<file path="src/hw/lsu_consts.svh">
////////////////////////////////////////
// LSU constants
// Data width, memory depth, fault codes
// and the reset window of the region
// registers
////////////////////////////////////////

`ifndef LSU_CONSTS_SVH
`define LSU_CONSTS_SVH

// Data and address width
`define LSU_XLEN 32

// Data memory depth in words
`define LSU_DMEM_WORDS 256

// Fault codes reported on lsu_fault
`define LSU_FAULT_NONE       2'd0
`define LSU_FAULT_MISALIGNED 2'd1
`define LSU_FAULT_ACCESS     2'd2

// Region window after reset
`define LSU_REGION_BASE_RST  32'h0000_0000
`define LSU_REGION_LIMIT_RST 32'h0000_03FF

`endif

</file>
<file path="src/hw/lsu_pkg.sv">
////////////////////////////////////////
// LSU package
// Opcode and funct3 encodings, the
// instruction union and the load tag
////////////////////////////////////////

`default_nettype none

`include "lsu_consts.svh"

package lsu_pkg;

  // Major opcode, instruction bits 6:2
  typedef enum logic [4:0] {
    OPC_LOAD  = 5'b00000,
    OPC_STORE = 5'b01000
  } opcode_e;

  // funct3 of loads and stores
  typedef enum logic [2:0] {
    MS_B  = 3'b000,
    MS_H  = 3'b001,
    MS_W  = 3'b010,
    MS_BU = 3'b100,
    MS_HU = 3'b101
  } mem_size_e;

  // I-type layout, used by loads
  typedef struct packed {
    logic [11:0] imm;
    logic [4:0]  rs1;
    mem_size_e   funct3;
    logic [4:0]  rd;
    opcode_e     opcode;
    logic [1:0]  quad;
  } instr_i_s;

  // S-type layout, used by stores
  typedef struct packed {
    logic [6:0] imm_hi;
    logic [4:0] rs2;
    logic [4:0] rs1;
    mem_size_e  funct3;
    logic [4:0] imm_lo;
    opcode_e    opcode;
    logic [1:0] quad;
  } instr_s_s;

  // Same word seen as load or store
  typedef union packed {
    instr_i_s i;
    instr_s_s s;
  } instr_u;

  typedef enum logic [1:0] {
    FAULT_NONE       = `LSU_FAULT_NONE,
    FAULT_MISALIGNED = `LSU_FAULT_MISALIGNED,
    FAULT_ACCESS     = `LSU_FAULT_ACCESS
  } fault_e;

  // Request to aligner
  typedef struct packed {
    mem_size_e  size;
    logic [1:0] offset;
    logic       sign_ext;
  } load_tag_s;

endpackage

`default_nettype wire

</file>
<file path="src/hw/lsu_load_align.sv">
////////////////////////////////////////
// LSU load aligner
// Lines the tag up with the memory ack,
// then shifts and extends load data
////////////////////////////////////////

`timescale 1ns/1ps
`default_nettype none

`include "lsu_consts.svh"

module lsu_load_align (
  input  wire logic                 clk,
  input  wire logic                 rstn,
  input  wire lsu_pkg::load_tag_s   load_tag,
  input  wire logic                 dmem_req,
  input  wire logic                 dmem_we,
  input  wire logic                 dmem_ack,
  input  wire logic [`LSU_XLEN-1:0] dmem_q,
  output logic                      load_valid,
  output logic      [`LSU_XLEN-1:0] load_data
);

  import lsu_pkg::*;

  load_tag_s            tag_q;
  logic                 pend_load;
  logic [`LSU_XLEN-1:0] shifted;
  logic [`LSU_XLEN-1:0] ext;

  ////////////////////////////////////////
  // Tag stage
  ////////////////////////////////////////

  // Advances every cycle, one request per slot
  always_ff @(posedge clk)
  begin
    tag_q <= load_tag;
  end

  // Request in flight is a load
  always_ff @(posedge clk or negedge rstn)
  begin
    if (!rstn)
      pend_load <= 1'b0;
    else
      pend_load <= dmem_req && !dmem_we;
  end

  ////////////////////////////////////////
  // Extract and extend
  ////////////////////////////////////////

  // Selected lane down to bit 0
  assign shifted = dmem_q >> {tag_q.offset, 3'b000};

  always_comb
  begin
    case (tag_q.size)
      MS_B, MS_BU:
        ext = {{(`LSU_XLEN-8){tag_q.sign_ext & shifted[7]}}, shifted[7:0]};
      MS_H, MS_HU:
        ext = {{(`LSU_XLEN-16){tag_q.sign_ext & shifted[15]}}, shifted[15:0]};
      default:
        ext = shifted;
    endcase
  end

  // Result stage
  always_ff @(posedge clk or negedge rstn)
  begin
    if (!rstn)
      load_valid <= 1'b0;
    else
      load_valid <= dmem_ack && pend_load;
  end

  always_ff @(posedge clk)
  begin
    if (dmem_ack && pend_load)
      load_data <= ext;
  end

endmodule

`default_nettype wire

</file>
<file path="config.mk">
export PLATFORM = sky130hd
export DESIGN_NAME = lsu_load_align
export DESIGN_NICKNAME = d
export VERILOG_FILES = /design/src/hw/lsu_pkg.sv /design/src/hw/lsu_load_align.sv
export VERILOG_INCLUDE_DIRS = /design/src /design/src/hw
export SDC_FILE = /design/constraint.sdc
export NUM_CORES = 1
export LEC_CHECK = 0
export ABC_AREA = 0
export BUFFER_PORTS_ARGS = -buffer_cell sky130_fd_sc_hd__buf_2
export CELL_PAD_IN_SITES_DETAIL_PLACEMENT = 0
export CELL_PAD_IN_SITES_GLOBAL_PLACEMENT = 1
export CORE_MARGIN = 10
export CORE_UTILIZATION = 34
export DETAILED_ROUTE_END_ITERATION = 8
export GPL_TIMING_DRIVEN = 0
export PLACE_DENSITY_LB_ADDON = 0.1
export SETUP_SLACK_MARGIN = 0.4
export SLEW_MARGIN = 15
export SYNTH_ARGS = -nofsm -noshare
export SYNTH_HDL_FRONTEND = slang
export SYNTH_SLANG_ARGS = --single-unit
</file>
<file path="constraint.sdc">
create_clock -name clk -period 1.45 [get_ports clk]
set_input_delay 0.0725 -clock clk [delete_from_list [all_inputs] [get_ports clk]]
set_output_delay 0.0725 -clock clk [all_outputs]
set_load 0.02 [all_outputs]
</file>
==> metrics <==
Worst Path Buf+Inv=2; Crit. End Element=flip-flop; share of cells above drive strength 1=0.601; vias=1665; Finished Cell Area=0.00296 mm^2; Ports=76; WP data required=1490 ps; Area after DPL=0.00249 mm^2; Die Area=0.00932 mm^2; filler cell count=534; Seq cells post-synth=39; Worst Hold Class=input pin to flip-flop; Final ANT Viol Nets=0; worst skew pair latency=290 ps; Clk network pwr share=0.275; wire length of the first global-routing pass=8.94 mm; global route overflow=0; RSZ-0062 raised after global routing=yes; pre-CTS setup slack=-179 ps; Avg Cell Area, Syn=12.6 um^2; min Tclk post-route=1500 ps; chip height=96.5 um; max_cap viols=0; critical path class=flip-flop to flip-flop; P per Cell Area=834 mW/mm^2; sequential element share of the synthesized area=0.558; Slowest Stage Delay on Critical Path=360 ps; Initial Utilization=0.355; Peak supply drop=0.531 mV; Via density=4.97; Cell Area, Synth=0.00199 mm^2; Avg WL per Cell=18.1 um; Reg clk slew, reported paths=80 ps; CTS root buf=clkbuf_8; Fmax achieved=666 MHz; crit-path cells=buf_4 -> buf_16 -> mux2_4 -> a221oi_2 -> a21oi_1; # setup viols final=13; initial DRC count=63; DPL Wire Length=4.25 mm; TritonCTS clock tree=yes; Int Pwr=0.00184 W; CP max-delay cell=dfxtp_4; clk buf depth=2; violated checks=negative setup slack; net switching fraction of the power=0.253; Worst Path Arrival=1540 ps; min setup slack post-route=-51.7 ps; pin count of the biggest net entering global routing=18; DRT Pass-1 Iters=4; GRT Util Overall=0.125; number of global-route vias before repair=1726; delay-heaviest family, CP=flip-flops; outcome=finished, violations left; Seq pwr share=0.516; hold slack=29.0 ps; initial antenna violation count=0; total CTS buffers=5; switching power=0.000625 W; WL final=6.05 mm; ant diodes=0; die width=96.5 um; Util after Layout=0.528; Setup Skew=10.8 ps; H-tree depth=2; Yosys top cell area share=0.482; IO buf count=74; ranking of synthesized cells by area=edfxtp_1 (48%), mux2_2 (9.0%), dfxtp_1 (5.0%), mux2i_1 (3.5%), a221oi_1 (3.1%); critical path launch point type=flip-flop; Yosys top cell by area=edfxtp_1; Period Utilization, post-route=1.04; Rows=27; DRC Markers=0; actual slew at the worst max-slew pin=378 ps; area grow syn2layout=48.6%; clock sinks=39; Pleak=1.33 nW; Final GP Congestion=0.764; Post-layout nets=305; Comb pwr share=0.210; Post-Syn Nets=201; Ys Warns=0; Final Hold Fails=0; count of pins over their slew limit=0; Unique masters post-synth=31; Crit Path Max Fanout=5; core area=0.00561 mm^2; Cells after Synth=158; slew margin rel.=0.748
-- final cells by class --
class / count / area, um^2 / share of cell area
inverters: 1 / 6.26 / 0.00211
flip-flops and latches: 39 / 1120 / 0.378
repair buffers: 94 / 573 / 0.194
clock inverters: 2 / 7.51 / 0.00254
well taps: 72 / 90.1 / 0.0304
plain buffers: 11 / 121 / 0.0410
multi-input cells: 110 / 970 / 0.328
clock buffers: 6 / 72.6 / 0.0245
-- kinds of logic (layout without fill, tap and decap cells) --
kind of cell,count (synthesis),count (layout),synth area share
AOI/OAI and AO/OA,32,32,0.117
muxes,24,24,0.133
DFF,39,39,0.558
buffers and inverters,12,114,0.0408
and+or+nand+nor,50,53,0.146
xor gates and xnor gates,1,1,0.00440
-- synth_stat cells (all sizes together) --
master	count
nor4b	1
a21oi	7
clkinv	1
nand4	8
nand2	16
o21ai	7
nor2b	5
mux2	17
dfrtp	2
edfxtp	32
dfxtp	5
and2	2
a22oi	9
nand4b	2
mux2i	7
nor3b	2
nor2	5
a221oi	9
xor2	1
buf	11
or2	1
nand3	8
-- registers in the layout, indices dropped and copies added, names as in the netlist --
register and flops:
pend_load 1, load_valid 1, tag_q 5, load_data 32
-- layout by cell type (no fill, tap or decap), drive strengths merged, types with 5 or more instances in the layout --
cell type | Yosys | routed
dlygate4sd3 | 0 | 7
nand2 | 16 | 16
o21ai | 7 | 7
nor2 | 5 | 5
clkbuf | 0 | 7
a221oi | 9 | 9
nand3 | 8 | 8
a21oi | 7 | 7
a22oi | 9 | 9
mux2 | 17 | 17
dfxtp | 5 | 5
mux2i | 7 | 7
nor2b | 5 | 5
edfxtp | 32 | 32
nand4 | 8 | 8
and2 | 2 | 5
buf | 11 | 97
-- power by group through the flow --
stage | sequential (W) | clock [W] | combinational [W]
2_1_floorplan | 0.00131 | 0 | 0.000236
4_1_cts | 0.00127 | 0.000699 | 0.000478
3_5_place_dp | 0.00129 | 0 | 0.000398
3_3_place_gp | 0.00129 | 0 | 0.000402
5_1_grt | 0.00128 | 0.000755 | 0.000562
6_report | 0.00127 | 0.000678 | 0.000518
-- repair_timing --
action | CTS | global route
resized for setup | 30 | 23
pin swaps | 7 | 7
endpoints found under the setup margin | 64 | 56
cloned | 2 | 2
hold buffers | 7 | 0
hold endpoints to repair | 8 | 0
buffers inserted | 8 | 4
-- worst reg2reg max path, cell delays in order, from the launching register on --
cell and delay (ps):
dfxtp_4 360, buf_4 150, buf_16 130, mux2_4 320, a221oi_2 230, a21oi_1 60
-- path summary, 6_finish.rpt --
kind | from | endpoint | slack (ps) | cells past startpoint
worst max-delay path | tag_q[2]$_DFF_P_ | load_data[12]$_DFFE_PP_ | -50 | 5
worst min-delay path | dmem_req | pend_load$_DFF_PN0_ | 30 | 2
worst max register to register | tag_q[2]$_DFF_P_ | load_data[12]$_DFFE_PP_ | -50 | 5
worst min register to register | tag_q[0]$_DFF_P_ | load_data[19]$_DFFE_PP_ | 790 | 2
max in group asynchronous | rstn | pend_load$_DFF_PN0_ | 1240 | 2
min in group asynchronous | rstn | pend_load$_DFF_PN0_ | 110 | 2
-- layer usage --
metal  up-vias  wire (um)  GRT usage
met1       776       2610      0.155
met3         5        499     0.0455
met4         0         50     0.0303
li1        826          -          -
met5         -          0          0
met2        58       2890      0.201
-- through the flow --
stage          setup TNS (ps)  power [W]  std cells
6_report                 -386    0.00247        335
3_3_place_gp            -1670    0.00170        304
2_1_floorplan               0    0.00155        158
4_1_cts                  -380    0.00245        329
5_1_grt                 -1440    0.00259        335
3_5_place_dp            -1210    0.00169        304
(Power assumes the default switching activity.)
