File: config.mk
export PLATFORM = sky130hd
export DESIGN_NAME = lsu_region_regs
export DESIGN_NICKNAME = d
export VERILOG_FILES = /design/src/hw/lsu_region_regs.sv
export VERILOG_INCLUDE_DIRS = /design/src /design/src/hw
export SDC_FILE = /design/constraint.sdc
export NUM_CORES = 1
export LEC_CHECK = 0
export ABC_AREA = 0
export BUFFER_PORTS_ARGS = -buffer_cell sky130_fd_sc_hd__buf_4
export CORE_UTILIZATION = 50
export DETAILED_ROUTE_END_ITERATION = 10
export GPL_ROUTABILITY_DRIVEN = 0
export PLACE_DENSITY = 0.92
export SETUP_SLACK_MARGIN = 0.4
export SLEW_MARGIN = 30
export SYNTH_ARGS = -nofsm -noshare
export SYNTH_HDL_FRONTEND = slang
export SYNTH_SLANG_ARGS = --single-unit
File: constraint.sdc
create_clock -name clk -period 1.25 [get_ports clk]
set_clock_uncertainty 0.05 [all_clocks]
set_input_delay 0.25 -clock clk [delete_from_list [all_inputs] [get_ports clk]]
set_output_delay 0.25 -clock clk [all_outputs]
set_load 0.01 [all_outputs]
File: src/hw/lsu_consts.svh
////////////////////////////////////////
// LSU constants
// Data width, memory depth, fault codes
// and the reset window of the region
// registers
////////////////////////////////////////

`ifndef LSU_CONSTS_SVH
`define LSU_CONSTS_SVH

// Data and address width
`define LSU_XLEN 32

// Data memory depth in words
`define LSU_DMEM_WORDS 256

// Fault codes reported on lsu_fault
`define LSU_FAULT_NONE       2'd0
`define LSU_FAULT_MISALIGNED 2'd1
`define LSU_FAULT_ACCESS     2'd2

// Region window after reset
`define LSU_REGION_BASE_RST  32'h0000_0000
`define LSU_REGION_LIMIT_RST 32'h0000_03FF

`endif

File: src/hw/lsu_region_regs.sv
////////////////////////////////////////
// LSU region registers
// One protection window (base, limit,
// enable) written by a config strobe
////////////////////////////////////////

`timescale 1ns/1ps
`default_nettype none

`include "lsu_consts.svh"

module lsu_region_regs (
  input  wire logic                 clk,
  input  wire logic                 rstn,
  input  wire logic                 cfg_we,
  input  wire logic [1:0]           cfg_addr,
  input  wire logic [`LSU_XLEN-1:0] cfg_wdata,
  output logic      [`LSU_XLEN-1:0] region_base,
  output logic      [`LSU_XLEN-1:0] region_limit,
  output logic                      region_en
);

  // Register map
  // 0 base, 1 limit, 2 enable in bit 0
  always_ff @(posedge clk or negedge rstn)
  begin
    if (!rstn)
    begin
      region_base  <= `LSU_REGION_BASE_RST;
      region_limit <= `LSU_REGION_LIMIT_RST;
      region_en    <= 1'b1;
    end
    else if (cfg_we)
    begin
      case (cfg_addr)
        // Word granular bounds
        2'd0: region_base  <= {cfg_wdata[`LSU_XLEN-1:2], 2'b00};
        2'd1: region_limit <= {cfg_wdata[`LSU_XLEN-1:2], 2'b00};
        2'd2: region_en    <= cfg_wdata[0];
        // Address 3 not mapped
        default: ;
      endcase
    end
  end

endmodule

`default_nettype wire

==> results_dict.tcl, run 1 <==
set metrics [dict create \
    synth_cell_types 11 \
    synth_commonest_cells "57 x sky130_fd_sc_hd__mux2_2, 52 x sky130_fd_sc_hd__dfrtp_1, 10 x sky130_fd_sc_hd__dfstp_2, 6 x sky130_fd_sc_hd__buf_6, 4 x sky130_fd_sc_hd__mux2_1" \
    stop_stage "global routing (5_1_grt)" \
    register_area_share_after_synthesis 0.652 \
    cts_buffers 9 \
    synth_ff_type "sky130_fd_sc_hd__dfrtp_1" \
    synth.largest_area_cell "sky130_fd_sc_hd__dfrtp_1" \
    synthesis.yosys.warnings 0 \
    cts.path.max_buffers 2 \
    clock_sink_count 62 \
    grt-worst-endpoint "region_limit[0]" \
    synth-edff-count 0 \
    syn_area_cell_sq_um 17.5 \
    clockRootBuffer "sky130_fd_sc_hd__clkbuf_8" \
    initial_core_utilization 0.536 \
    async_set_or_reset_register_ratio_after_synthesis 1.00 \
    yosysTopAreaCellShare 0.543 \
    placed_area_sq_um 3230 \
    grt_max_degree 63 \
    io_pins 102 \
    area_contributors_post_synth "sky130_fd_sc_hd__dfrtp_1 54%, sky130_fd_sc_hd__mux2_2 27%, sky130_fd_sc_hd__dfstp_2 11%" \
    dieWidth_um 71.2 \
    post-place-cells 287 \
    status "did not finish" \
    chipHeight_um 71.2 \
    cts.htree.levels 3 \
    synthesis.area_sq_um 2400 \
    hpwlAfterDp_um 3590 \
    floorplan.rows 24 \
    most_frequent_cell_after_synthesis "sky130_fd_sc_hd__mux2_2" \
    ys_ff_latch 62 \
    firstError "[ERROR DPL-0038] Utilization greater than 100%, impossible to legalize" \
    synthCells 137 \
    numPortBuffers 98 \
    timing.worst_endpoint.kind "top-level output" \
]
-- through the flow --
stage | setup WS, ns | TNS (ns)
2_1_floorplan | 0.0867 | 0
3_3_place_gp | -0.112 | -3.81
3_5_place_dp | -0.150 | -4.99
4_1_cts | -0.0685 | -0.499
-- logic make-up after synthesis --
| logic type | after synthesis | share of synthesized area |
|---|---|---|
| buf+inv | 9 | 0.0376 |
| flops | 62 | 0.652 |
| mux | 61 | 0.287 |
| other cells | 1 | 0.00156 |
| simple gates | 4 | 0.0219 |
-- timing repair --
item / in CTS
setup buffers: 18
hold buffers: 1
setup endpoints to repair: 122
gates cloned: 4
pin swaps: 2
resized for setup: 141
hold endpoints to repair: 52
==> inputs of run 2 (changes only) <==
CORE_UTILIZATION = 40   (was 50)
PLACE_DENSITY = default   (was 0.92)
PLACE_DENSITY_LB_ADDON = 0.15   (was default)
SETUP_SLACK_MARGIN = default   (was 0.4)
==> results_dict.tcl, run 2 <==
set metrics [dict create \
    synth_xor_area_frac 0 \
    routed-via-count 1521 \
    finalNetCount 285 \
    power.switching_fraction 0.245 \
    final_setup_vio_count 11 \
    post-route-drc-count 0 \
    route.detailed.wl_per_inst_um 15.1 \
    combinationalPowerShare 0.232 \
    synthesis.yosys.warnings 0 \
    reg.largest.list "region_limit (31), region_base (30), region_en (1)" \
    register_area_share_after_synthesis 0.652 \
    synthAdderAreaFrac 0 \
    max-cap-violations 0 \
    routed_via_density 4.68 \
    clock_sink_count 62 \
    core_area_sq_um 5640 \
    grt.total_usage 0.168 \
    report.final.hold_viol_count 0 \
    grt_pass1_vias 1509 \
    ys_ff_latch 62 \
    synth_cell_types 11 \
    worst_ep_required_time_ns 0.95 \
    cts.path.max_buffers 2 \
    top_library_cells_by_usage_in_the_layout_fill_and_taps_aside "93 x sky130_fd_sc_hd__buf_4, 57 x sky130_fd_sc_hd__mux2_2, 52 x sky130_fd_sc_hd__dfrtp_1" \
    crit_chain "buf_4" \
    area_contributors_post_synth "sky130_fd_sc_hd__dfrtp_1 54%, sky130_fd_sc_hd__mux2_2 27%, sky130_fd_sc_hd__dfstp_2 11%" \
    total_switching_power_mw 1.49 \
    fin_crit_sh 1.03 \
    syn_area_cell_sq_um 17.5 \
    highest_achievable_clock_rate_ghz 0.779 \
    clockRootBuffer "sky130_fd_sc_hd__clkbuf_8" \
    crit_path_dat_ns 0.98 \
    cp.buffers_inverters 1 \
    rsz_0062_raised_after_global_routing "yes" \
    reg_with_most_ffs "region_limit" \
    grt_antenna_before_repair 0 \
    worst_setup_hold_path_clk_slew_ns 0.07 \
    worst_path_slowest_cell "sky130_fd_sc_hd__dfstp_2" \
    layout_setup_ws_ns -0.0345 \
    placement.setup.worst_slack_ns -0.158 \
    p_int_mw 4.58 \
    drt.antenna.violating_nets 0 \
    crit_family "flip-flops" \
    synth_simple_gate_area_frac 0.0219 \
    post-place-cells 308 \
    num_antenna_cells 0 \
    synthCells 137 \
    pwr-share-seq 0.432 \
    worstHoldPathType "primary input to flip-flop" \
    totalWireLength_um 4920 \
    initial_core_utilization 0.425 \
    powerDensity_nw_per_um2 1710 \
    synth_compound_gate_area_share 0 \
    finish.utilization 0.628 \
    chipHeight_um 79.4 \
    syn2layout_area_growth_pct 47.9 \
    dieWidth_um 79.4 \
    async_set_or_reset_register_ratio_after_synthesis 1.00 \
    clock_power_share 0.336 \
    first_pass_iters 4 \
    yosysTopAreaCellShare 0.543 \
    synth.area.mux_share 0.287 \
    violations "negative setup slack" \
    gr-total-overflow 0 \
    cts.htree.levels 3 \
    critPathLaunchType "flip-flop" \
    floorplan.rows 27 \
    io_pins 102 \
    instances_no_fill 325 \
    cts_buffers 9 \
    synth.largest_area_cell "sky130_fd_sc_hd__dfrtp_1" \
    vdd.ir_drop.worst_mv 1.07 \
    numPortBuffers 98 \
    main_combinational_cell_family_by_area_after_synthesis "multiplexers" \
    ratio_of_cells_with_drive_above_1_in_the_final_layout 0.755 \
    clkLatencyLatePin_ns 0.32 \
    hpwlAfterDp_um 3500 \
    path_max_fanout 3 \
    dieArea_sq_um 6310 \
    synth_commonest_cells "57 x sky130_fd_sc_hd__mux2_2, 52 x sky130_fd_sc_hd__dfrtp_1, 10 x sky130_fd_sc_hd__dfstp_2, 6 x sky130_fd_sc_hd__buf_6, 4 x sky130_fd_sc_hd__mux2_1" \
    end_kind "output port" \
    layout_commonest_cell "sky130_fd_sc_hd__buf_4" \
    synth_ff_type "sky130_fd_sc_hd__dfrtp_1" \
    grt_pass1_wl_um 7710 \
    static-leakage-power_nw 1.68 \
    status "complete, but fails checks" \
    final-max-slew-violation-count 0 \
    most_frequent_cell_after_synthesis "sky130_fd_sc_hd__mux2_2" \
    synthesis.area_sq_um 2400 \
    critical_path.max_stage_delay_ns 0.54 \
    worstSetupPathType "flip-flop to output port" \
    synth-edff-count 0 \
    drt_first_iter_violations 42 \
    grt_max_degree 26 \
    timing.final.crit_period_ns 1.28 \
    max_reg_flops 31 \
    tritoncts "done" \
]
[run 2: layout make-up]
type | instances | area (sq um)
flip-flops and latches | 62 | 1560
repair buffers | 108 | 910
well taps | 72 | 90.1
multi-input cells | 67 | 747
fillers | 453 | 2100
clock inverters | 3 | 65.1
clock buffers | 13 | 169
[run 2: power by group through the flow]
stage	Clock, mW	Sequential, mW	Combinational [mW]
after floorplan	0	2.82	0.392
after global placement	0	2.63	1.38
after detailed placement	0	2.65	1.40
after CTS	2.07	2.63	1.44
after global routing	2.17	2.67	1.51
final	2.04	2.62	1.41
[run 2: worst paths after layout]
kind | cells after the start | from | slack [ns] | end
setup / recovery | 1 | region_limit[1] | -0.03 | region_limit[1]
hold / removal | 2 | cfg_wdata[29] | 0.09 | region_limit[29]
setup reg to reg | 1 | region_base[5] | 0.42 | region_base[5]
hold reg to reg | 1 | region_limit[1] | 0.45 | region_limit[1]
max in group asynchronous | 3 | rstn | 0.37 | region_limit[9]
min in group asynchronous | 2 | rstn | 0.28 | region_limit[27]
[run 2: through the flow]
| step | TNS [ns] | hold WS [ns] | power [mW] | cell area, sq um |
|---|---|---|---|---|
| 2_1_floorplan | 0 | -0.0956 | 3.21 | 2400 |
| 5_1_grt | -0.559 | 0.0918 | 6.35 | 3540 |
| 4_1_cts | -0.400 | 0.0811 | 6.14 | 3540 |
| 3_5_place_dp | -4.68 | 0.101 | 4.04 | 3270 |
| 3_3_place_gp | -3.89 | 0.0978 | 4.01 | 3270 |
| 6_report | -0.193 | 0.0934 | 6.07 | 3540 |
[run 2: cell families after synthesis]
kind of cell,Yosys count
multiplexers,61
other,1
buffers and inverters,9
AND/OR/NAND/NOR,4
flip-flops,62
[run 2: repair_timing]
item,4_1_cts,5_1_grt
hold buffers,1,0
gates cloned,0,0
setup buffers,0,0
pin swaps,0,0
resized for setup,9,0
setup endpoints to repair,11,11
endpoints found under the hold margin,15,0
[run 2: layer usage]
layer / track usage / share of wire / wire, um / vias up
li1: - / - / - / 702
met1: 0.220 / 0.45 / 2230 / 748
met2: 0.241 / 0.45 / 2190 / 62
met3: 0.0629 / 0.082 / 405 / 9
met4: 0.0873 / 0.018 / 91 / 0
met5: 0 / 0 / 0 / -
No activity file was read; power rests on OpenSTA's default activity.
