===== config.mk =====
export PLATFORM = sky130hd
export DESIGN_NAME = lsu_request
export DESIGN_NICKNAME = d
export VERILOG_FILES = /design/src/hw/lsu_pkg.sv /design/src/hw/lsu_request.sv
export VERILOG_INCLUDE_DIRS = /design/src /design/src/hw
export SDC_FILE = /design/constraint.sdc
export NUM_CORES = 1
export LEC_CHECK = 0
export ABC_AREA = 1
export BUFFER_PORTS_ARGS = -buffer_cell sky130_fd_sc_hd__buf_4
export CORE_MARGIN = 3
export CORE_UTILIZATION = 50
export CTS_CLUSTER_SIZE = 40
export DETAILED_ROUTE_END_ITERATION = 16
export PLACE_DENSITY = 0.82
export SKIP_LAST_GASP = 1
export SLEW_MARGIN = 20
export SYNTH_ARGS = -nofsm -noshare
export SYNTH_HDL_FRONTEND = slang
export SYNTH_SLANG_ARGS = --single-unit
export TNS_END_PERCENT = 100

===== constraint.sdc =====
create_clock -name clk -period 1.1 [get_ports clk]
set_clock_uncertainty 0.2 [all_clocks]
set_input_delay 0.22 -clock clk [delete_from_list [all_inputs] [get_ports clk]]
set_output_delay 0.22 -clock clk [all_outputs]
set_load 0.02 [all_outputs]

===== src/hw/lsu_consts.svh =====
////////////////////////////////////////
// LSU constants
// Data width, memory depth, fault codes
// and the reset window of the region
// registers
////////////////////////////////////////

`ifndef LSU_CONSTS_SVH
`define LSU_CONSTS_SVH

// Data and address width
`define LSU_XLEN 32

// Data memory depth in words
`define LSU_DMEM_WORDS 256

// Fault codes reported on lsu_fault
`define LSU_FAULT_NONE       2'd0
`define LSU_FAULT_MISALIGNED 2'd1
`define LSU_FAULT_ACCESS     2'd2

// Region window after reset
`define LSU_REGION_BASE_RST  32'h0000_0000
`define LSU_REGION_LIMIT_RST 32'h0000_03FF

`endif


===== src/hw/lsu_pkg.sv =====
////////////////////////////////////////
// LSU package
// Opcode and funct3 encodings, the
// instruction union and the load tag
////////////////////////////////////////

`default_nettype none

`include "lsu_consts.svh"

package lsu_pkg;

  // Major opcode, instruction bits 6:2
  typedef enum logic [4:0] {
    OPC_LOAD  = 5'b00000,
    OPC_STORE = 5'b01000
  } opcode_e;

  // funct3 of loads and stores
  typedef enum logic [2:0] {
    MS_B  = 3'b000,
    MS_H  = 3'b001,
    MS_W  = 3'b010,
    MS_BU = 3'b100,
    MS_HU = 3'b101
  } mem_size_e;

  // I-type layout, used by loads
  typedef struct packed {
    logic [11:0] imm;
    logic [4:0]  rs1;
    mem_size_e   funct3;
    logic [4:0]  rd;
    opcode_e     opcode;
    logic [1:0]  quad;
  } instr_i_s;

  // S-type layout, used by stores
  typedef struct packed {
    logic [6:0] imm_hi;
    logic [4:0] rs2;
    logic [4:0] rs1;
    mem_size_e  funct3;
    logic [4:0] imm_lo;
    opcode_e    opcode;
    logic [1:0] quad;
  } instr_s_s;

  // Same word seen as load or store
  typedef union packed {
    instr_i_s i;
    instr_s_s s;
  } instr_u;

  typedef enum logic [1:0] {
    FAULT_NONE       = `LSU_FAULT_NONE,
    FAULT_MISALIGNED = `LSU_FAULT_MISALIGNED,
    FAULT_ACCESS     = `LSU_FAULT_ACCESS
  } fault_e;

  // Request to aligner
  typedef struct packed {
    mem_size_e  size;
    logic [1:0] offset;
    logic       sign_ext;
  } load_tag_s;

endpackage

`default_nettype wire


===== src/hw/lsu_request.sv =====
////////////////////////////////////////
// LSU request stage
// Decodes loads and stores, forms the
// address, byte enables and store data,
// checks alignment and the region window
// and issues one memory request per slot
////////////////////////////////////////

`timescale 1ns/1ps
`default_nettype none

`include "lsu_consts.svh"

module lsu_request (
  input  wire logic                   clk,
  input  wire logic                   rstn,
  input  wire logic                   ex_stall,
  input  wire logic                   id_bubble,
  input  wire lsu_pkg::instr_u        id_instr,
  input  wire logic [`LSU_XLEN-1:0]   id_exception,
  input  wire logic [`LSU_XLEN-1:0]   op_a,
  input  wire logic [`LSU_XLEN-1:0]   op_b,
  input  wire logic [`LSU_XLEN-1:0]   region_base,
  input  wire logic [`LSU_XLEN-1:0]   region_limit,
  input  wire logic                   region_en,
  output logic                        lsu_bubble,
  output logic      [`LSU_XLEN-1:0]   lsu_exception,
  output lsu_pkg::fault_e             lsu_fault,
  output logic                        dmem_req,
  output logic                        dmem_we,
  output logic      [`LSU_XLEN/8-1:0] dmem_be,
  output logic      [`LSU_XLEN-1:0]   dmem_adr,
  output logic      [`LSU_XLEN-1:0]   dmem_d,
  output lsu_pkg::load_tag_s          load_tag
);

  import lsu_pkg::*;

  logic                   is_load;
  logic                   is_store;
  logic                   accept;
  mem_size_e              size;
  logic [`LSU_XLEN-1:0]   imm_i;
  logic [`LSU_XLEN-1:0]   imm_s;
  logic [`LSU_XLEN-1:0]   adr;
  logic [4:0]             lane_shift;
  logic [`LSU_XLEN/8-1:0] be;
  logic [`LSU_XLEN-1:0]   d;
  logic                   misaligned;
  logic                   out_of_window;
  fault_e                 fault_nxt;

  ////////////////////////////////////////
  // Decode
  ////////////////////////////////////////

  // Opcode and quadrant sit in the same bits for both layouts
  assign is_load  = (id_instr.i.opcode == OPC_LOAD) && (id_instr.i.quad == 2'b11);
  assign is_store = (id_instr.s.opcode == OPC_STORE) && (id_instr.s.quad == 2'b11);

  // Width field shared by both layouts
  assign size = id_instr.i.funct3;

  // Sign extended immediates
  assign imm_i = {{(`LSU_XLEN-12){id_instr.i.imm[11]}}, id_instr.i.imm};
  assign imm_s = {{(`LSU_XLEN-12){id_instr.s.imm_hi[6]}},
                  id_instr.s.imm_hi, id_instr.s.imm_lo};

  // Valid memory slot
  assign accept = !ex_stall && !id_bubble && (id_exception == '0) && (is_load || is_store);

  ////////////////////////////////////////
  // Address, enables, store data
  ////////////////////////////////////////

  assign adr        = op_a + (is_store ? imm_s : imm_i);
  assign lane_shift = {adr[1:0], 3'b000};

  always_comb
  begin
    case (size)
      MS_B, MS_BU:
      begin
        be         = 4'b0001 << adr[1:0];
        d          = {24'h0, op_b[7:0]} << lane_shift;
        misaligned = 1'b0;
      end
      MS_H, MS_HU:
      begin
        be         = 4'b0011 << adr[1:0];
        d          = {16'h0, op_b[15:0]} << lane_shift;
        misaligned = adr[0];
      end
      default:
      begin
        // Word access
        be         = 4'b1111;
        d          = op_b;
        misaligned = |adr[1:0];
      end
    endcase
  end

  // Inclusive window check
  assign out_of_window = region_en && ((adr < region_base) || (adr > region_limit));

  // Misalignment wins over window fault
  always_comb
  begin
    if (misaligned)
      fault_nxt = FAULT_MISALIGNED;
    else if (out_of_window)
      fault_nxt = FAULT_ACCESS;
    else
      fault_nxt = FAULT_NONE;
  end

  ////////////////////////////////////////
  // Issue stage
  ////////////////////////////////////////

  always_ff @(posedge clk or negedge rstn)
  begin
    if (!rstn)
    begin
      lsu_bubble <= 1'b1;
      lsu_fault  <= FAULT_NONE;
      dmem_req   <= 1'b0;
    end
    else
    begin
      lsu_bubble <= !accept;
      lsu_fault  <= accept ? fault_nxt : FAULT_NONE;
      // Faulting access never reaches memory
      dmem_req   <= accept && (fault_nxt == FAULT_NONE);
    end
  end

  // Request payload and tag
  always_ff @(posedge clk)
  begin
    if (accept)
    begin
      dmem_we           <= is_store;
      dmem_be           <= be;
      dmem_adr          <= adr;
      dmem_d            <= d;
      load_tag.size     <= size;
      load_tag.offset   <= adr[1:0];
      load_tag.sign_ext <= (size == MS_B) || (size == MS_H);
    end
  end

  // Exception code follows the slot when not stalled
  always_ff @(posedge clk or negedge rstn)
  begin
    if (!rstn)
      lsu_exception <= '0;
    else if (!ex_stall)
      lsu_exception <= id_exception;
  end

endmodule

`default_nettype wire


==> results of run 1 <==
-- synthesized netlist by cell type --
cell type | count | area share
nand3_1 | 22 | 0.014
edfxtp_1 | 73 | 0.28
nand2_2 | 5 | 0.0040
nor2_4 | 1 | 0.0015
inv_2 | 2 | 0.00097
fa_1 | 1 | 0.0026
o21ai_2 | 4 | 0.0045
nor3_2 | 2 | 0.0026
o21a_1 | 5 | 0.0048
dfstp_2 | 1 | 0.0034
clkbuf_1 | 11 | 0.0053
nor4_2 | 2 | 0.0032
inv_1 | 157 | 0.076
o21bai_2 | 2 | 0.0029
a21oi_2 | 5 | 0.0057
ha_1 | 94 | 0.15
a21oi_1 | 68 | 0.044
mux2_2 | 2 | 0.0029
nand4_1 | 16 | 0.013
a31oi_1 | 10 | 0.0081
nand2_1 | 210 | 0.10
o21bai_1 | 1 | 0.00097
a211oi_1 | 1 | 0.00097
nand3b_1 | 2 | 0.0019
nor2_2 | 2 | 0.0016
a21o_1 | 4 | 0.0039
buf_2 | 2 | 0.0013
nor4_1 | 1 | 0.00081
nor2_1 | 83 | 0.040
o21ai_0 | 80 | 0.052
buf_4 | 2 | 0.0019
o22ai_1 | 9 | 0.0073
xor2_1 | 15 | 0.017
xnor2_1 | 9 | 0.010
dfrtp_1 | 35 | 0.11
o211ai_1 | 3 | 0.0029
o21ai_1 | 1 | 0.00065
nor3_1 | 11 | 0.0071
-- metrics by stage --
| stage | hold slack (ns) | utilization | cell area [um2] |
|---|---|---|---|
| 2_1_floorplan | -0.276 | - | 7820 |
| 3_3_place_gp | 0.00407 | 0.764 | 11400 |
| 3_5_place_dp | 0.00658 | 0.764 | 11400 |
| 4_1_cts | -0.0823 | 0.899 | 13400 |
-- kinds of logic after synthesis --
logic type / count (synthesis) / synth area share
and+or+nand+nor: 357 / 0.192
AOI/OAI and AO/OA: 193 / 0.138
buffers and inverters: 174 / 0.0856
DFF: 109 / 0.400
adders and majority gates: 95 / 0.154
xor gates and xnor gates: 24 / 0.0271
muxes: 2 / 0.00291
-- per-layer routing --
| metal | GRT usage | overflow |
|---|---|---|
| met5 | 0.268 | 0 |
| met4 | 0.708 | 2 |
| met3 | 0.632 | 0 |
| met2 | 0.887 | 2 |
| met1 | 0.722 | 0 |
-- what timing repair did --
action | CTS
hold endpoints to repair | 66
hold buffers | 24
endpoints found under the setup margin | 256
pin swaps | 46
resized for setup | 236
gates cloned | 10
setup buffers | 31
==> reports/results.ini, run 1 <==
[die]
rows=44
dieHeight_um=130
io_pins=308
chipWidth_um=130
start_util=0.521

[global_route]
track_usage=0.735
globalRouteOverflowTotal=4
grt_start_max_net_pins=62

[clock_network]
clkSinkCount=109
cts_inserted_buffers=9
htree_levels=3
max-clock-path-buffers=2
clockRootBuffer=clkbuf_16

[yosys]
synth.net_count=1246
synthesis.area_um2=7740
avgSynthCellArea_um2=8.12
ys_seq_elements=109
seq_area_frac_synth=0.400
yosysWarningCount=0
synth_cell_types=38
synthCells=954

[place]
dp_slack_ns=-2.91
place.port_buffers=302
place.gp.congestion=0.916
placed_cells=1570
hpwl_mm=22.0

[timing]
worstEndpointType=register data pin
postGrtWorstEndpoint=lsu_fault[1]$_DFF_PN0_/D

[run_status]
stop_stage=global routing
outcome=stopped before the end
error=[ERROR GRT-0232] Routing congestion too high. Check the congestion heatmap in the GUI.

==> inputs of run 2 (changes only) <==
--- a/config.mk
+++ b/config.mk
@@ -9,10 +9,9 @@
 export ABC_AREA = 1
 export BUFFER_PORTS_ARGS = -buffer_cell sky130_fd_sc_hd__buf_4
 export CORE_MARGIN = 3
-export CORE_UTILIZATION = 50
-export CTS_CLUSTER_SIZE = 40
+export CORE_UTILIZATION = 40
 export DETAILED_ROUTE_END_ITERATION = 16
-export PLACE_DENSITY = 0.82
+export PLACE_DENSITY_LB_ADDON = 0.15
 export SKIP_LAST_GASP = 1
 export SLEW_MARGIN = 20
 export SYNTH_ARGS = -nofsm -noshare
==> run 2 against run 1 <==
The flow now finishes, with violations (negative setup slack). Synthesized cell count unchanged. Area after synthesis unchanged.
==> reports/results.ini, run 2 <==
[setup_path]
worstPathRequired_ns=1.20
critPathKind=input port to register
crit_chain=buf_6 > nor4_4 > nand3_4 > nand2_2 > nand2_4 > ha_4 > fa_2 > nand3_4 > nand2_4 > a21oi_4 > o211ai_1 > xor2_1 > buf_4 > ha_1 > nand2_1 > nor2_1 > nand2_1 > nor2_2 > nand2_1 > nand2_1 > nand2_1 > nand2_1 > nand2_1 > nor2_1
cp.arrival_ns=3.63
cp-end-kind=register
r2r_cells=4
critical-path-top-delay-family=simple AND/OR/NAND/NOR gates
crit_buf_inv=2
crit_fanout=3
cp_slowest_cell=fa_2
cp.depth=24
cp_common_cell=nand2_1
startpoint_type=input port
slowest_delay_ns=0.40

[yosys]
seq_area_frac_synth=0.400  ; unchanged
yosysTopAreaCell=edfxtp_1
synth_ff_type=edfxtp_1
ys_seq_elements=109  ; unchanged
avgSynthCellArea_um2=8.12  ; unchanged
yosys-top-cells-area=edfxtp_1 (28%), ha_1 (15%), dfrtp_1 (11%)
synth_edf_count=73  ; unchanged
synth_cell_types=38  ; unchanged
yosysWarningCount=0  ; unchanged
async_flop_share=0.330  ; unchanged
synthCells=954  ; unchanged
synth_top_area_frac=0.283  ; unchanged
yosysMostFrequentCell=nand2_1
synth.net_count=1246  ; unchanged
synth_commonest_cells=nand2_1 (210), inv_1 (157), ha_1 (94)
synthesis.area_um2=7740  ; unchanged

[global_route]
antenna_found_initial=1
globalRouteOverflowTotal=0
grt_pass1_vias=8780
grt_pass1_wl_mm=45.6
grt_start_max_net_pins=62
track_usage=0.269

[die]
chipWidth_um=145  ; +11%
start_util=0.411  ; -0.110
dieHeight_um=145  ; +11%
core_region_area_um2=18800
io_pins=308  ; unchanged
die_area_um2=21100
rows=50  ; +14%

[final_layout]
final_cells=1762
fillCellCount=1241
layout_common_cells=buf_4 (340), nand2_1 (169), inv_1 (147), buf_6 (145), ha_1 (81)
nets=1788
final_common_cell=buf_4
area_growth_pct=86.3
final_core_util=0.766
layout-drive-gt1-share=0.456
largestRegisters=dmem_adr: 32 flops, dmem_d: 32 flops, lsu_exception: 32 flops

[clock_network]
cts_tree=built
path_clk_slew_ns=0.08
clockRootBuffer=clkbuf_16
clkSinkCount=109  ; unchanged
max-clock-path-buffers=2  ; unchanged
cts_inserted_buffers=9  ; unchanged
htree_levels=3  ; unchanged
clk_latency_ns=0.36

[pwr]
ir_drop_uv=662
cellPowerDensity_nw_per_um2=1010
seqPwrFrac=0.320
comb_power_share=0.440
clockPowerShare=0.241
p_int_w=0.00951
p_sw_w=0.00504
swShare=0.346
p_leak_nw=6.94

[timing]
rsz0062_at_grt=yes
hold_viol=0
timing.final.crit_share=3.21
worst_slew_pin_slew_ns=0.579
setup_slack_ns=-2.43
setup_viol=259
min_period_ns=3.53
max_freq_mhz=283
slew_headroom=0.610
maxSlewViolCount=0

[route]
num_vias=8986
drc=0
drtIter0Drc=527
drtAntennaViolNets=0
wl_per_cell_um=18.3
drtPass1Iterations=6
via_per_inst=5.10
finalWirelength_mm=32.3

[place]
hpwl_mm=21.0  ; -4.2%
place.port_buffers=302  ; unchanged
placed_cells=1631  ; +3.9%
place.gp.congestion=0.904  ; -1.2%

[run_status]
outcome=finished, violations left
violations=negative setup slack

[run]
cap_violations=0

[min_path]
hold_class=input port to register
min_path_cells=3

==> run 2: cell counts after synthesis <==
Identical to the previous run, type by type.
==> run 2: repair_timing <==
action | 4_1_cts | 5_1_grt
endpoints found under the hold margin | 76 | 0
hold buffers | 39 | 0
resized for setup | 223 | 147
cloned | 8 | 4
endpoints found under the setup margin | 256 | 258
pin swaps | 33 | 69
buffers inserted | 26 | 45
==> run 2: per-layer routing <==
metal	GRT usage	part of all wire	vias to the layer above
met5	0	0	-
met4	0.0850	0.033	0
met3	0.0468	0.071	75
met2	0.500	0.53	416
met1	0.313	0.37	4226
li1	-	-	4269
==> run 2: cell type report <==
class / instances / area (um2) / area share
multi-input cells: 673 / 5050 / 0.350
flip-flops and latches: 109 / 3090 / 0.215
clock buffers: 12 / 268 / 0.0186
repair buffers: 544 / 5020 / 0.348
clock inverters: 4 / 37.5 / 0.00260
inverters: 159 / 629 / 0.0436
diodes: 1 / 2.50 / 0.000173
well taps: 260 / 325 / 0.0226
==> run 2: power by group through the flow <==
| stage | combinational, W | sequential [W] | clock, W |
|---|---|---|---|
| 4_1_cts | 0.00544 | 0.00464 | 0.00346 |
| 3_5_place_dp | 0.00475 | 0.00471 | 0 |
| 3_3_place_gp | 0.00466 | 0.00471 | 0 |
| 5_1_grt | 0.00699 | 0.00466 | 0.00369 |
| 6_report | 0.00640 | 0.00465 | 0.00350 |
| 2_1_floorplan | 0.00240 | 0.00484 | 0 |
==> run 2: path summary, 6_finish.rpt <==
check,from,end,slack [ns]
max in group asynchronous,rstn,lsu_bubble$_DFF_PN1_,0.25
max reg2reg,lsu_exception[2]$_DFFE_PN0N_,lsu_exception[2]$_DFFE_PN0N_,-0.08
min,op_b[23],dmem_d[23]$_DFFE_PP_,0.03
min in group asynchronous,rstn,lsu_exception[4]$_DFFE_PN0N_,0.18
min reg2reg,lsu_exception[11]$_DFFE_PN0N_,lsu_exception[11]$_DFFE_PN0N_,0.32
max,id_instr[2],lsu_fault[1]$_DFF_PN0_,-2.43
==> run 2: worst reg2reg max path: stages (launching register included) <==
cell,delay [ns]
dfrtp_1,0.41
buf_4,0.14
buf_4,0.12
nand2_1,0.08
o21ai_0,0.10
==> run 2: cells by family after synthesis <==
kind of cell | synth area share
AO/OA/AOI/OAI | 0.138
AND/OR/NAND/NOR | 0.192
XOR/XNOR | 0.0271
adder cells (fa/ha/maj) | 0.154
multiplexers | 0.00291
buffers and inverters | 0.0856
flip-flops | 0.400
==> run 2: per-stage QoR <==
step	worst slack, ns	hold WS, ns	power [W]	area [um2]	TNS [ns]
after floorplan	-2.25	-0.276	0.00724	7820	-219.73
after global placement	-2.76	-0.0142	0.00937	11400	-191.15
after detailed placement	-2.85	-0.0111	0.00945	11400	-195.46
after CTS	-2.33	0.00252	0.0135	13400	-148.89
after global routing	-2.65	0.0192	0.0153	14400	-184.68
final	-2.43	0.0265	0.0145	14400	-173.47
(Power assumes the default switching activity.)
==> inputs of run 3 (changes only) <==
--- a/config.mk
+++ b/config.mk
@@ -12,6 +12,7 @@
 export CORE_UTILIZATION = 40
 export DETAILED_ROUTE_END_ITERATION = 16
 export PLACE_DENSITY_LB_ADDON = 0.15
+export SKIP_CTS_REPAIR_TIMING = 1
 export SKIP_LAST_GASP = 1
 export SLEW_MARGIN = 20
 export SYNTH_ARGS = -nofsm -noshare
==> run 3 against run 2 <==
The run ends with negative hold slack, negative setup slack left. Global-route usage is 3.5 points lower. Critical path depth is 2 higher. Final cell count is 2.0% lower. Clock power is 2% lower. Sequential power hardly changed. Core utilization is 2.9 points lower. Via count is 4.5% lower. First-iteration DRC count is 30% lower. Die area stayed put. Register-to-register slack better by 0.09 ns. Power is 3.2% lower. Routed wire length is 9.0% lower. Critical path type unchanged. Critical endpoint unchanged. Largest power group unchanged.
==> reports/results.ini, run 3 (same netlist as run 2, synthesis figures left out) <==
[die]
dieHeight_um=145  ; unchanged
start_util=0.411  ; unchanged
die_area_um2=21100  ; unchanged
rows=50  ; unchanged
chipWidth_um=145  ; unchanged
io_pins=308  ; unchanged
core_region_area_um2=18800  ; unchanged

[pwr]
comb_power_share=0.427  ; -0.013
p_int_w=0.00934  ; -1.8%
seqPwrFrac=0.330  ; +0.010
clockPowerShare=0.243  ; +0.002
ir_drop_uv=653  ; -1.4%
p_leak_nw=6.74  ; -2.9%
swShare=0.337  ; -0.00950
cellPowerDensity_nw_per_um2=1010  ; +0.64%
design_power_total_w=0.0141  ; -3.2%
p_sw_w=0.00474  ; -5.9%

[global_route]
grt_start_max_net_pins=62  ; unchanged
track_usage=0.234  ; -0.0346
grt_pass1_vias=7727  ; -12%
grt_pass1_wl_mm=39.8  ; -13%
antenna_found_initial=0  ; -1
globalRouteOverflowTotal=0  ; unchanged

[clock_network]
clk_latency_ns=0.36  ; about the same
clockRootBuffer=clkbuf_16
max-clock-path-buffers=2  ; unchanged
htree_levels=3  ; unchanged
clkSinkCount=109  ; unchanged
cts_tree=built
cts_inserted_buffers=9  ; unchanged
path_clk_slew_ns=0.08  ; about the same

[timing]
whs_ns=-0.0438  ; -0.0703 ns
max_freq_mhz=277  ; -2.2%
rsz0062_at_grt=yes
min_period_ns=3.61  ; +0.0780 ns
slew_headroom=0.638  ; +0.0286
setup_tns_ns=-170.80  ; +2.67 ns
maxSlewViolCount=0  ; unchanged
setup_slack_ns=-2.51  ; -0.0780 ns
timing.final.crit_share=3.28  ; +0.0709
hold_viol=7  ; +7
setup_viol=257  ; -0.77%
worst_slew_pin_slew_ns=0.537  ; -0.0424 ns

[final_layout]
area_growth_pct=79.2
largestRegisters=dmem_adr: 32 flops, dmem_d: 32 flops, lsu_exception: 32 flops
layout-drive-gt1-share=0.441  ; -0.0153
antenna_cells=0  ; -1
fillCellCount=1359  ; +9.5%
nets=1754  ; -1.9%
layout_common_cells=buf_4 (320), nand2_1 (172), buf_6 (147), inv_1 (143), ha_1 (88)
final_common_cell=buf_4

[run]
cap_violations=0  ; unchanged

[run_status]
outcome=finished, violations left
violations=negative hold slack, negative setup slack

[setup_path]
crit_fanout=6  ; +3
crit_buf_inv=5  ; +3
critical-path-top-delay-family=simple AND/OR/NAND/NOR gates
critPathKind=input port to register
worstPathRequired_ns=1.19  ; about the same
cp_common_cell=nand2_1
startpoint_type=input port
slowest_delay_ns=0.33  ; -0.07 ns
cp.arrival_ns=3.70  ; +0.07 ns
cp-end-kind=register
cp_slowest_cell=nor4_4

[route]
drc=0  ; unchanged
num_vias=8582  ; -4.5%
finalWirelength_mm=29.4  ; -9.0%
drtIter0Drc=370  ; -30%
drtPass1Iterations=5  ; -1
drtAntennaViolNets=0  ; unchanged
via_per_inst=4.97  ; -2.6%
wl_per_cell_um=17.0  ; -7.1%

[place]
place.gp.congestion=0.904  ; unchanged
hpwl_mm=21.0  ; unchanged
place.port_buffers=302  ; unchanged

[min_path]
hold_class=input port to register

-- run 3: power groups by stage --
| stage | combinational, W | sequential, W | clock [W] |
|---|---|---|---|
| floorplan | 0.00240 | 0.00484 | 0 |
| global placement | 0.00466 | 0.00471 | 0 |
| detailed placement | 0.00475 | 0.00471 | 0 |
| CTS | 0.00477 | 0.00462 | 0.00346 |
| global route | 0.00664 | 0.00466 | 0.00366 |
| finish | 0.00602 | 0.00465 | 0.00342 |
-- run 3: through the flow --
stage / utilization / worst slack (ns) / std cells / hold WS (ns) / cell area (um2)
floorplan: - / -2.25 / 954 / -0.276 / 7820
global placement: 0.604 / -2.76 / 1631 / -0.0142 / 11400
detailed placement: 0.604 / -2.85 / 1631 / -0.0111 / 11400
CTS: 0.620 / -2.48 / 1647 / -0.403 / 11700
global route: 0.737 / -2.73 / 1727 / -0.0487 / 13900
finish: 0.737 / -2.51 / 1727 / -0.0438 / 13900
-- run 3: worst reg2reg max path: cells and delay by family (launching register included) --
kind / cells / cell delay, ns
flip-flops: 1 / 0.41
buffers and inverters: 1 / 0.14
AO/OA/AOI/OAI: 1 / 0.13
AND/OR/NAND/NOR: 1 / 0.06
-- run 3: path summary, 6_finish.rpt --
| check | startpoint | end | slack, ns | cells past startpoint |
|---|---|---|---|---|
| setup reg to reg | lsu_exception[20]$_DFFE_PN0N_ | lsu_exception[20]$_DFFE_PN0N_ | 0.01 | 3 |
| hold reg to reg | lsu_exception[8]$_DFFE_PN0N_ | lsu_exception[8]$_DFFE_PN0N_ | 0.31 | 2 |
| max in group asynchronous | rstn | lsu_bubble$_DFF_PN1_ | 0.29 | 3 |
| min in group asynchronous | rstn | lsu_exception[4]$_DFFE_PN0N_ | 0.14 | 3 |
| hold / removal | op_b[28] | dmem_d[28]$_DFFE_PP_ | -0.04 | 3 |
| setup / recovery | id_instr[2] | lsu_fault[1]$_DFF_PN0_ | -2.51 | 26 |
-- run 3: layer usage --
layer,GRT usage,vias up,share of wire
li1,-,4210,-
met1,0.294,3992,0.39
met2,0.415,320,0.52
met3,0.0434,60,0.065
met4,0.0622,0,0.030
met5,0,-,0
-- run 3: layout make-up --
class	instances	area (um2)	area share
well taps	260	325	0.0234
inverters	159	639	0.0461
clock buffers	12	268	0.0193
clock inverters	4	37.5	0.00271
multi-input cells	674	4870	0.351
flip-flops and latches	109	3090	0.223
repair buffers	509	4640	0.334
==> inputs of run 4 (changes only) <==
--- a/config.mk
+++ b/config.mk
@@ -8,8 +8,7 @@
 export LEC_CHECK = 0
 export ABC_AREA = 1
 export BUFFER_PORTS_ARGS = -buffer_cell sky130_fd_sc_hd__buf_4
-export CORE_MARGIN = 3
-export CORE_UTILIZATION = 40
+export CORE_UTILIZATION = 35
 export DETAILED_ROUTE_END_ITERATION = 16
 export PLACE_DENSITY_LB_ADDON = 0.15
 export SKIP_CTS_REPAIR_TIMING = 1
==> run 4 against run 3 <==
The flow still finishes with violations (negative hold slack, negative setup slack). Register-to-register slack improved by 0.08 ns. Worst setup slack improved by 0.0099 ns. Die area is 7.9% higher. Sequential power about the same. First-iteration DRC count decreased by 34%. Critical endpoint unchanged.
==> reports/results.ini, run 4 (same netlist as run 2, synthesis figures left out) <==
[run_status]
outcome=finished, violations left
violations=negative hold slack, negative setup slack

[timing]
hold_viol=9  ; +2
worst_slew_pin_slew_ns=0.574  ; +0.0371 ns
whs_ns=-0.0566  ; -0.0128 ns
setup_slack_ns=-2.50  ; +0.00985 ns
slew_headroom=0.613  ; -0.0250
min_period_ns=3.60  ; -0.00985 ns
rsz0062_at_grt=yes
setup_viol=256  ; -0.39%
max_freq_mhz=278  ; +0.27%
maxSlewViolCount=0  ; unchanged
timing.final.crit_share=3.27  ; -0.00895

[setup_path]
cp-end-kind=register
crit_buf_inv=3  ; -2
cp_common_cell=nand2_1
cp.arrival_ns=3.66  ; -0.04 ns
cp_slowest_cell=fa_2
crit_chain=buf_6 > nor4_4 > nand3_4 > nand2_2 > nand2_2 > ha_4 > fa_2 > nand3_2 > nand2_4 > a21oi_4 > buf_4 > o211ai_1 > xor2_2 > ha_1 > nand2_1 > nor2_1 > nand2_1 > inv_1 > a21oi_1 > nand2_1 > nand2_1 > nand2_2 > nand2_1 > nor2_1
slowest_delay_ns=0.40  ; +0.07 ns
startpoint_type=input port
worstPathRequired_ns=1.16  ; -0.03 ns
crit_fanout=6  ; unchanged
critical-path-top-delay-family=simple AND/OR/NAND/NOR gates
critPathKind=input port to register

[die]
dieHeight_um=151  ; +3.9%
chipWidth_um=151  ; +3.9%
core_region_area_um2=21800  ; +16%
io_pins=308  ; unchanged
die_area_um2=22700  ; +7.9%
rows=54  ; +8.0%
start_util=0.356  ; -0.0553

[pwr]
design_power_total_w=0.0137  ; -2.8%
ir_drop_uv=707  ; +8.3%
p_leak_nw=6.56  ; -2.7%
cellPowerDensity_nw_per_um2=1020  ; +0.96%

[route]
drc=0  ; unchanged
wl_per_cell_um=15.6  ; -8.2%
drtPass1Iterations=5  ; unchanged
finalWirelength_mm=27.1  ; -7.8%
num_vias=8180  ; -4.7%
drtAntennaViolNets=0  ; unchanged
drtIter0Drc=243  ; -34%
via_per_inst=4.72  ; -5.1%

[clock_network]
clockRootBuffer=clkbuf_16
htree_levels=3  ; unchanged
clkSinkCount=109  ; unchanged
cts_tree=built
path_clk_slew_ns=0.09  ; about the same
clk_latency_ns=0.37  ; about the same
cts_inserted_buffers=9  ; unchanged
max-clock-path-buffers=2  ; unchanged

[final_layout]
final_common_cell=buf_4
nets=1740  ; -0.80%
layout_common_cells=buf_4 (339), nand2_1 (186), inv_1 (149), buf_6 (117), ha_1 (89)
area_growth_pct=72.5
final_core_util=0.614  ; -0.123
layout-drive-gt1-share=0.411  ; -0.0302
largestRegisters=dmem_adr: 32 flops, dmem_d: 32 flops, lsu_exception: 32 flops

[global_route]
track_usage=0.220  ; -0.0144
grt_pass1_wl_mm=37.9  ; -4.8%
antenna_found_initial=1  ; +1
globalRouteOverflowTotal=0  ; unchanged
grt_pass1_vias=7350  ; -4.9%
grt_start_max_net_pins=62  ; unchanged

[min_path]
hold_class=input port to register

[run]
cap_violations=0  ; unchanged

[place]
place.port_buffers=302  ; unchanged
place.gp.congestion=0.887  ; -2.0%
dp_slack_ns=-2.90  ; -0.0525 ns
hpwl_mm=21.3  ; +1.1%

run 4: cell count changes in the layout (fill, tap and decap cells not counted), sizes merged:
cell	delta
nor2	-1
nand2	-1
clkbuf	-2
buf	-10
clkinv	-1
dlygate4sd3	-2
inv	+3
diode	+1
run 4: path summary, 6_finish.rpt:
kind                            depth (start not counted)  slack (ns)                          start                             to
worst max-delay path                                   24       -2.50                    id_instr[2]         lsu_fault[1]$_DFF_PN0_
worst min-delay path                                    3       -0.06                       op_b[31]           dmem_d[31]$_DFFE_PP_
worst max register to register                          3        0.09  lsu_exception[30]$_DFFE_PN0N_  lsu_exception[30]$_DFFE_PN0N_
worst min register to register                          2        0.32  lsu_exception[15]$_DFFE_PN0N_  lsu_exception[15]$_DFFE_PN0N_
max in group asynchronous                               3        0.20                           rstn           lsu_bubble$_DFF_PN1_
min in group asynchronous                               2        0.06                           rstn   lsu_exception[6]$_DFFE_PN0N_
run 4: area by class of cell:
cell class	instances	area (um2)
clock buffer	10	250
inverter	159	604
antenna	1	2.50
fill	1897	8400
tap	280	350
clock inverter	6	70.1
timing repair buffer	497	4440
sequential	109	3090
multi-input combinational	672	4550
run 4: where the power goes:
group          internal [W]  switching (W)  leakage (nW)
registers           0.00457      0.0000769          1.07
clock network       0.00177        0.00177         0.157
logic               0.00272        0.00279          5.33
total               0.00905        0.00464          6.56
run 4: per-layer routing:
layer | global-route usage | vias to the layer above | wire [um]
li1 | - | 4172 | -
met1 | 0.275 | 3729 | 11300
met2 | 0.392 | 245 | 13800
met3 | 0.0276 | 34 | 1470
met4 | 0.0635 | 0 | 514
met5 | 0 | - | 0
run 4: worst register-to-register path, cell delays in order (launching register included):
cell	delay (ns)
dfrtp_1	0.40
buf_4	0.13
nand2_1	0.06
o21ai_0	0.09
run 4: through the flow:
stage                     TNS [ns]  hold slack, ns  cell area, um2  instances
after detailed placement   -197.65         -0.0870           11400       1659
after global routing       -170.05         -0.0405           13400       1734
after global placement     -194.63         -0.0887           11400       1659
final                      -151.59         -0.0566           13400       1734
after CTS                  -162.77          -0.486           11800       1675
after floorplan            -219.73          -0.276            7820        954
